## config.mk

```make
export PLATFORM = sky130hd
export DESIGN_NAME = l2_cache
export DESIGN_NICKNAME = d
export VERILOG_FILES = /design/src/lc3b_pkg.sv /design/src/l2_cache_pkg.sv /design/src/l2_cache_datapath.sv /design/src/l2_cache_control.sv /design/src/l2_cache.sv
export SDC_FILE = /design/constraint.sdc
export NUM_CORES = 2
export LEC_CHECK = 0
export BUFFER_PORTS_ARGS = -buffer_cell sky130_fd_sc_hd__buf_2
export CORE_ASPECT_RATIO = 0.5
export CORE_MARGIN = 4
export CORE_UTILIZATION = 54
export CTS_CLUSTER_SIZE = 20
export DETAILED_ROUTE_END_ITERATION = 6
export MAX_ROUTING_LAYER = met4
export PLACE_DENSITY = 0.71
export SKIP_CTS_REPAIR_TIMING = 1
export SLEW_MARGIN = 40
export SYNTH_ARGS = -nofsm -noshare
export SYNTH_HDL_FRONTEND = slang
export SYNTH_MEMORY_MAX_BITS = 65536
export SYNTH_SLANG_ARGS = --single-unit
export TNS_END_PERCENT = 50
```

## constraint.sdc

```tcl
create_clock -name clk -period 21.1 [get_ports clk]
set_clock_uncertainty 0.05 [all_clocks]
set_input_delay 4.22 -clock clk [delete_from_list [all_inputs] [get_ports clk]]
set_output_delay 4.22 -clock clk [all_outputs]
set_load 0.005 [all_outputs]
```

## src/lc3b_pkg.sv

```systemverilog
package lc3b_pkg;

	// Processor word, used for both addresses and data
	typedef logic [15:0] lc3b_word;

	// One cache block, the unit of every L2 transfer
	typedef logic [255:0] lc3b_block;

endpackage : lc3b_pkg

```

## src/l2_cache_pkg.sv

```systemverilog
package l2_cache_pkg;

	// Geometry
	localparam int num_sets    = 8;
	localparam int num_ways    = 2;       // LRU logic assumes exactly two

	// Address split, tag | index | offset
	localparam int offset_bits = 5;       // 32-byte block
	localparam int index_bits  = 3;
	localparam int tag_bits    = 8;

	typedef logic [tag_bits-1:0]   l2_tag;
	typedef logic [index_bits-1:0] l2_index;

	// Processor-side request, levels held until mem_resp
	typedef struct packed {
		logic                 read;
		logic                 write;
		lc3b_pkg::lc3b_word  address;
		lc3b_pkg::lc3b_block wdata;
	} l2_req;

	// Physical memory request, held until pmem_resp
	typedef struct packed {
		logic                 read;
		logic                 write;
		lc3b_pkg::lc3b_word  address;
		lc3b_pkg::lc3b_block wdata;
	} pmem_req;

	// Control to datapath
	typedef struct packed {
		logic load_hit_write;             // Store req.wdata into hit way
		logic load_fill;                  // Store pmem_rdata into LRU way
		logic touch_lru;                  // Hit access, flip LRU away from hit way
		logic addr_victim;                // pmem address from victim tag
	} l2_ctrl;

	// Datapath to control
	typedef struct packed {
		logic hit;
		logic victim_dirty;
	} l2_status;

	typedef enum logic [1:0] {
		s_compare,
		s_writeback,
		s_fill
	} l2_state;

endpackage : l2_cache_pkg

```

## src/l2_cache_datapath.sv

```systemverilog
`timescale 1ns/1ns

module l2_cache_datapath (
	input  logic                    clk,
	input  logic                    reset,
	input  l2_cache_pkg::l2_req     req,
	input  l2_cache_pkg::l2_ctrl    ctrl,
	input  lc3b_pkg::lc3b_block     pmem_rdata,
	output l2_cache_pkg::l2_status  status,
	output lc3b_pkg::lc3b_block     mem_rdata,
	output lc3b_pkg::lc3b_word      pmem_address,
	output lc3b_pkg::lc3b_block     pmem_wdata
);

	// Request address fields
	l2_cache_pkg::l2_tag   tag;
	l2_cache_pkg::l2_index index;

	// Storage arrays
	lc3b_pkg::lc3b_block   data_array  [l2_cache_pkg::num_sets][l2_cache_pkg::num_ways];
	l2_cache_pkg::l2_tag   tag_array   [l2_cache_pkg::num_sets][l2_cache_pkg::num_ways];
	logic [l2_cache_pkg::num_ways-1:0] valid_array [l2_cache_pkg::num_sets];
	logic [l2_cache_pkg::num_ways-1:0] dirty_array [l2_cache_pkg::num_sets];
	logic [l2_cache_pkg::num_sets-1:0] lru_array;     // One bit per set, names LRU way

	// Way selection
	logic [l2_cache_pkg::num_ways-1:0] way_hit;
	logic                  hit_way;                   // Way that matched
	logic                  lru_way;                   // Victim on a miss
	logic                  write_way;
	logic                  load_data;
	lc3b_pkg::lc3b_block   write_data;
	l2_cache_pkg::l2_tag   victim_tag;

	assign tag   = req.address[15 -: l2_cache_pkg::tag_bits];
	assign index = req.address[l2_cache_pkg::offset_bits +: l2_cache_pkg::index_bits];

	// Tag compare, qualified by valid
	always_comb begin
		for (int w = 0; w < l2_cache_pkg::num_ways; w++) begin
			way_hit[w] = valid_array[index][w] && (tag_array[index][w] == tag);
		end
	end

	assign hit_way    = way_hit[1];                   // Two ways, so way 1 or else way 0
	assign lru_way    = lru_array[index];
	assign victim_tag = tag_array[index][lru_way];

	assign status.hit          = |way_hit;
	assign status.victim_dirty = valid_array[index][lru_way] & dirty_array[index][lru_way];

	// Fill goes to the victim, a write hit to the matching way
	assign write_way  = ctrl.load_fill ? lru_way : hit_way;
	assign write_data = ctrl.load_fill ? pmem_rdata : req.wdata;
	assign load_data  = ctrl.load_fill | ctrl.load_hit_write;

	// Read data for the processor
	assign mem_rdata = data_array[index][hit_way];

	// Victim block on writeback, request block on fill
	always_comb begin
		if (ctrl.addr_victim) begin
			pmem_address = {victim_tag, index, {l2_cache_pkg::offset_bits{1'b0}}};
		end else begin
			pmem_address = {tag, index, {l2_cache_pkg::offset_bits{1'b0}}};
		end
	end

	assign pmem_wdata = data_array[index][lru_way];

	// Block and tag storage
	always_ff @(posedge clk) begin
		if (load_data) begin
			data_array[index][write_way] <= write_data;
		end
		if (ctrl.load_fill) begin
			tag_array[index][write_way] <= tag;      // New owner of the way
		end
	end

	// Valid, dirty and LRU state
	always_ff @(posedge clk or posedge reset) begin
		if (reset) begin
			for (int s = 0; s < l2_cache_pkg::num_sets; s++) begin
				valid_array[s] <= '0;
				dirty_array[s] <= '0;
			end
			lru_array <= '0;
		end else begin
			if (ctrl.load_fill) begin
				valid_array[index][write_way] <= 1'b1;
				dirty_array[index][write_way] <= 1'b0;  // Fresh from memory
			end else if (ctrl.load_hit_write) begin
				dirty_array[index][write_way] <= 1'b1;  // Differs from memory now
			end
			if (ctrl.touch_lru) begin
				lru_array[index] <= ~hit_way;           // Other way becomes LRU
			end
		end
	end

endmodule : l2_cache_datapath

```

## src/l2_cache_control.sv

```systemverilog
`timescale 1ns/1ns

module l2_cache_control (
	input  logic                    clk,
	input  logic                    reset,
	input  l2_cache_pkg::l2_req     req,
	input  l2_cache_pkg::l2_status  status,
	input  logic                    pmem_resp,
	output l2_cache_pkg::l2_ctrl    ctrl,
	output logic                    mem_resp,
	output logic                    pmem_read,
	output logic                    pmem_write
);

	l2_cache_pkg::l2_state state;
	l2_cache_pkg::l2_state next_state;
	logic                  req_present;           // Read or write level from L1

	assign req_present = req.read | req.write;

	// State register
	always_ff @(posedge clk or posedge reset) begin
		if (reset) begin
			state <= l2_cache_pkg::s_compare;
		end else begin
			state <= next_state;
		end
	end

	// Next state and outputs
	always_comb begin
		next_state = state;                        // Hold by default
		ctrl       = '0;
		mem_resp   = 1'b0;
		pmem_read  = 1'b0;
		pmem_write = 1'b0;

		case (state)
			l2_cache_pkg::s_compare: begin
				if (req_present) begin
					if (status.hit) begin
						mem_resp            = 1'b1;        // Same cycle as the match
						ctrl.touch_lru      = 1'b1;
						ctrl.load_hit_write = req.write;   // Write hit stores at this edge
					end else if (status.victim_dirty) begin
						next_state = l2_cache_pkg::s_writeback;  // Save victim first
					end else begin
						next_state = l2_cache_pkg::s_fill;
					end
				end
			end

			l2_cache_pkg::s_writeback: begin
				pmem_write       = 1'b1;                 // Held until memory answers
				ctrl.addr_victim = 1'b1;                 // Victim tag on the address
				if (pmem_resp) begin
					next_state = l2_cache_pkg::s_fill;
				end
			end

			l2_cache_pkg::s_fill: begin
				pmem_read = 1'b1;
				if (pmem_resp) begin
					ctrl.load_fill = 1'b1;              // Block lands at this edge
					next_state     = l2_cache_pkg::s_compare;  // Retry now hits
				end
			end

			default: begin
				next_state = l2_cache_pkg::s_compare;
			end
		endcase
	end

endmodule : l2_cache_control

```

## src/l2_cache.sv

```systemverilog
`timescale 1ns/1ns

module l2_cache (
	input  logic                  clk,
	input  logic                  reset,
	input  l2_cache_pkg::l2_req   req,
	output logic                  mem_resp,
	output lc3b_pkg::lc3b_block   mem_rdata,
	output l2_cache_pkg::pmem_req pmem,
	input  logic                  pmem_resp,
	input  lc3b_pkg::lc3b_block   pmem_rdata
);

	l2_cache_pkg::l2_ctrl   ctrl;               // Control to datapath
	l2_cache_pkg::l2_status status;             // Datapath to control
	logic                   pmem_read;
	logic                   pmem_write;
	lc3b_pkg::lc3b_word     pmem_address;
	lc3b_pkg::lc3b_block    pmem_wdata;

	l2_cache_control control (
		.clk        (clk),
		.reset      (reset),
		.req        (req),
		.status     (status),
		.pmem_resp  (pmem_resp),
		.ctrl       (ctrl),
		.mem_resp   (mem_resp),
		.pmem_read  (pmem_read),
		.pmem_write (pmem_write)
	);

	l2_cache_datapath datapath (
		.clk          (clk),
		.reset        (reset),
		.req          (req),
		.ctrl         (ctrl),
		.pmem_rdata   (pmem_rdata),
		.status       (status),
		.mem_rdata    (mem_rdata),
		.pmem_address (pmem_address),
		.pmem_wdata   (pmem_wdata)
	);

	// Strobes from control, address and data from datapath
	assign pmem = '{
		read:    pmem_read,
		write:   pmem_write,
		address: pmem_address,
		wdata:   pmem_wdata
	};

endmodule : l2_cache

```

## Word level (Yosys, flattened, before mapping)

Memories as Yosys holds them, arrays and structs flattened.
Index checks and enable logic that the tools add are counted.
W data, S select, Z words.

| word-level totals | value |
|---|---|
| register bits | 42 |
| bits in writable memories | 4224 |
| input bits | 533 |
| word-level logic and storage cells | 118 |
| memories | 2 |

| operators by class | value |
|---|---|
| $lt $le $gt $ge | 11 |
| equality and inequality tests | 8 |
| muxes and demuxes | 57 |
| bitwise logic cells | 12 |
| reduce and logical (&&, ||, !) cells | 10 |

Memories:

| memory | depth | width | rd ports | clocked after memory_dff | write ports | RTL line | text |
|---|---|---|---|---|---|---|---|
| datapath.data_array | 8 | 512 | 1 | 0 | 1 | l2_cache_datapath.sv:20 | `lc3b_pkg::lc3b_block data_array [l2_cache_pkg::num_sets][l2_cache_pkg::num_ways];` |
| datapath.tag_array | 8 | 16 | 1 | 0 | 1 | l2_cache_datapath.sv:21 | `l2_cache_pkg::l2_tag tag_array [l2_cache_pkg::num_sets][l2_cache_pkg::num_ways];` |

Operators by type and width:

| cell | number |
|---|---|
| $mux W256 | 8 |
| $mux W512 | 1 |
| $demux W256 S1 | 1 |
| $mux W16 | 4 |
| $mux W8 | 4 |
| $or A16 B16 Y16 | 2 |
| $mux W1 | 20 |
| $mux W2 | 10 |
| $and A16 B16 Y16 | 1 |
| $eq A8 B8 Y1 | 2 |
| $not A16 Y16 | 1 |
| $bmux W2 S3 | 2 |
| $bwmux W8 | 1 |
| $demux W8 S1 | 1 |
| $demux W2 S3 | 1 |
| $ge A2 B2 Y1 const B | 3 |
| $logic_and A1 B1 Y1 | 6 |
| $ne A2 B2 Y1 const B | 3 |
| $not A1 Y2 | 3 |
| $pmux W2 S3 | 1 |
| $ge A4 B4 Y1 const B | 1 |
| $lt A1 B2 Y1 const B | 2 |
| $lt A3 B4 Y1 const B | 1 |
| $lt A4 B1 Y1 const B | 1 |
| 17 further kinds | 18 |

## Depth between registers and ports, before layout

| logic depth | value |
|---|---|
| depth after elaboration | 15 |
| gate-level depth with buffers | 14 |
| depth with buffers taken out | 7 |

## By module

A second synthesis with hierarchy kept.

| unflattened totals | value |
|---|---|
| cells, all modules | 9178 |
| area, all modules | 168077.4 µm² |

Modules (own cells, without submodules):

| module | instances | cells each | area each (µm²) |
|---|---|---|---|
| l2_cache_datapath | 1 | 9157 | 167911.0 |
| l2_cache_control | 1 | 19 | 151.4 |
| l2_cache | 1 | 2 | 15.0 |

## Worst setup path after synthesis

No wires, ideal clock.

| timing | value |
|---|---|
| path type | in2reg |
| start | in req[263] (netlist bit) |
| end | mem datapath.data_array[0][0] (netlist bit), enable pin |
| library setup time | 1250 ps |
| arrival time | 24975 ps |
| setup slack | -5174 ps |
| cell stages on the path | 10 |
| path buffers | 3 |
| cell sequence | buf_2 > buf_2 > buf_2 > mux4_2 > mux2i_1 > xor2_1 > nand2_1 > nor3_4 > nand4b_1 > a211oi_1 |

| between the ends | value |
|---|---|
| longest elaborated chain between the ends | 12 |
| elaborated cells on any way between the ends | 25 |

Ends and longest elaborated chain:

| item | RTL line | text |
|---|---|---|
| start, declared | l2_cache.sv:6 | `input l2_cache_pkg::l2_req req,` |
| parallel branches: the longest is 12 deep, another holds $mem_v2 Z8 W16 | -- |  |
| end, declared | l2_cache_datapath.sv:20 |  |

Several ways; the timed one is not identified. The select of a mux whose other input is x is not followed.

==> reports/metrics.yaml <==
status: "finished with violations"
violations: "DRC"
htreeDepth: 5
antenna_found_initial: 7
fin_crit_ns: 14.04
ys.flop_type: "edfxtp_1"
drive_gt1_share_pct: 22.4
cts_buffer_depth: 4
rr_worst_depth: 11
end_kind: "output pin"
num_rows: 142
synth_common_cells: "edfxtp_1 (4224), a22oi_1 (1215), mux2i_1 (693)"
final_cells: 14100
wl_per_cell_um: 32.9
r2r_start: "datapath.tag_array[4][5]"
yosys_warnings: 0
rr_endpoint: "datapath.data_array[1][172]"
critPathTopFamily: "buffers and inverters"
fin_area_um2: 185000
synth-seq-area-share_pct: 78.7
holdPathStages: 1
relSlewSlack_pct: 25.8
core-area_um2: 299000
clkLatencyLatePin_ns: 0.90
clkTransAtPathRegs_ns: 0.06
yosys.area.top_type: "edfxtp_1"
placed_cell_area_um2: 173000
p_total_mw: 17.6
hold-worst-slack_ns: 0.418
dieArea_um2: 310000
path_max_fanout: 112
setup_viol_count_final: 0
tightest_slew_ns: 1.11
p_clk_share_pct: 37.7
cts_buffers: 355
period_share_pct: 66.6
max_stage_delay_ns: 0.79
arrival_ns: 9.77
fin_util_pct: 61.7
switchingPower_mw: 3.96
required_ns: 16.83
path_cells: "buf_8, buf_12, and3b_4, a22oi_1, and4_4, buf_6, buf_4, buf_4, mux2i_1, buf_2"
hp-class: "flop to flop"
slew_viol_final: 0
hp-start: "datapath.valid_array[8]"
dpl.hpwl_um: 252000
path_buf_inv: 6
hold_violations: 0
swShare_pct: 22.5
powerDensity_nw_per_um2: 95.3
grt_max_degree: 116
layout_setup_ws_ns: 7.06
cts_root_buffer: "clkbuf_16"
ir_drop_mv: 0.0652
dp.cells: 13400
grt_first_pass_wirelength_um: 657000
cts_tree: "yes"
setup.worst_path.class: "input pin to output pin"
drt_wl_total_um: 465000
synth_area_per_cell_um2: 18.6
synth.most_common_cell: "edfxtp_1"
tns_ns: 0
synthTopCellsByArea: "edfxtp_1 (78%), a22oi_1 (5.6%), mux2i_1 (4.3%)"
ys_types: 63
grt_pass1_vias: 91300
r2r_slack_ns: 14.74
ant_nets: 0
initial_utilization_pct: 54.3
grt-ovfl-total: 0
die_y_um: 396
cp-start-kind: "input pin"
rsz0062_at_grt: "false"
drc: 3
chipWidth_um: 784
pre_cts_slack_ns: 7.09
share_comb_of_total_power_pct: 7.7
place_congestion: 0.813
synthesis.instances: 8749
async_flop_share_pct: 0.985
p_int_mw: 13.6
fmax_mhz: 71.2
nFillCells: 20800
netlist.area_leader.share_pct: 78.1
first_pass_iters: 7
p_seq_share_pct: 54.7
syn_area_um2: 162000
num_vias: 93900
cts_sinks: 4266
p_leak_nw: 62.4
gr-usage-all-layers_pct: 30.0
min_to: "datapath.valid_array[8]"
drv_cap: 0
area_delta_synth_final_pct: 13.7
synth_seq_cells: 4266
portBuffers: 1053
routed_via_density: 6.66
cp_slowest_cell: "and4_4"
io_pins: 1064
synth_edf_count: 4224
finalNetCount: 10300
cp_common_cell: "buf_4"
drt_iter0_markers: 11900
==> cell usage in the layout (no fill, tap or decap), types with 23 or more instances in the layout <==
cell type,instances
clkbuf_16,361
buf_12,35
a21oi_1,66
edfxtp_1,4224
clkbuf_1,66
o221ai_1,27
bufinv_16,39
a222oi_1,95
buf_4,99
and3_1,107
clkinv_1,74
buf_2,1054
buf_6,60
and4_1,228
a221o_1,55
nor2_1,117
a22o_1,131
mux2_2,380
o22ai_1,42
nand2_1,162
nor3_1,23
a221oi_1,193
dfrtp_1,42
o21ai_0,89
clkinv_2,68
mux2i_1,693
mux4_2,26
a22oi_1,1215
==> flip-flops by register name (all words and copies together), names as in the netlist, named ones only <==
register and count:
datapath.lru_array 8, datapath.tag_array 128, control.state 2, datapath.valid_array 16, datapath.data_array 4096
==> power groups by stage <==
stage | Sequential [mW] | Clock [mW] | Combinational, mW
2_1_floorplan | 9.84 | 0 | 0.703
3_3_place_gp | 9.80 | 0 | 1.31
3_5_place_dp | 9.81 | 0 | 1.34
4_1_cts | 9.62 | 6.68 | 1.35
5_1_grt | 9.62 | 7.06 | 1.42
6_report | 9.62 | 6.63 | 1.35
==> cell families after synthesis <==
family          count (synthesis)  synth area share [%]
compound gates               1992                  9.45
xor+xnor                       13                0.0701
buf+inv                       598                  1.55
flops                        4266                  78.7
mux                          1117                  7.39
other cells                     1               0.00231
simple gates                  762                  2.81
==> layer usage <==
layer	vias to the layer above	GRT usage, %	part of all wire [%]
li1	38600	-	-
met1	48600	40.1	38
met2	5741	47.6	48
met3	939	3.75	9.4
met5	-	-	0
met4	0	12.3	5.0
==> worst max path at each step <==
stage               startpoint                         to  slack, ns  cells past startpoint
floorplan             req[263]  datapath.data_array[0][0]      -5.17                     10
global placement      req[263]             mem_rdata[200]       6.74                     11
detailed placement    req[261]             mem_rdata[110]       7.09                     11
CTS                   req[261]             mem_rdata[110]       7.09                     12
global route          req[263]                  pmem[157]       6.92                     10
finish                req[263]                  pmem[157]       7.06                     10
==> cell type report <==
cell class / instances / area, um2 / area share, %
inverters: 5 / 20.0 / 0.0108
diodes: 8 / 20.0 / 0.0108
repair buffers: 1264 / 7770 / 4.21
flip-flops and latches: 4266 / 128000 / 69.3
clock buffers: 427 / 9280 / 5.03
clock inverters: 213 / 2180 / 1.18
multi-input cells: 3889 / 32400 / 17.6
well taps: 4032 / 5040 / 2.73
==> worst register-to-register path, delay by kind of cell, from the launching register on <==
family / cells / cell delay, ns
compound gates: 4 / 1.24
buf+inv: 4 / 2.83
flops: 1 / 0.37
mux: 1 / 0.24
simple gates: 2 / 1.17
No activity file was read; power rests on OpenSTA's default activity.
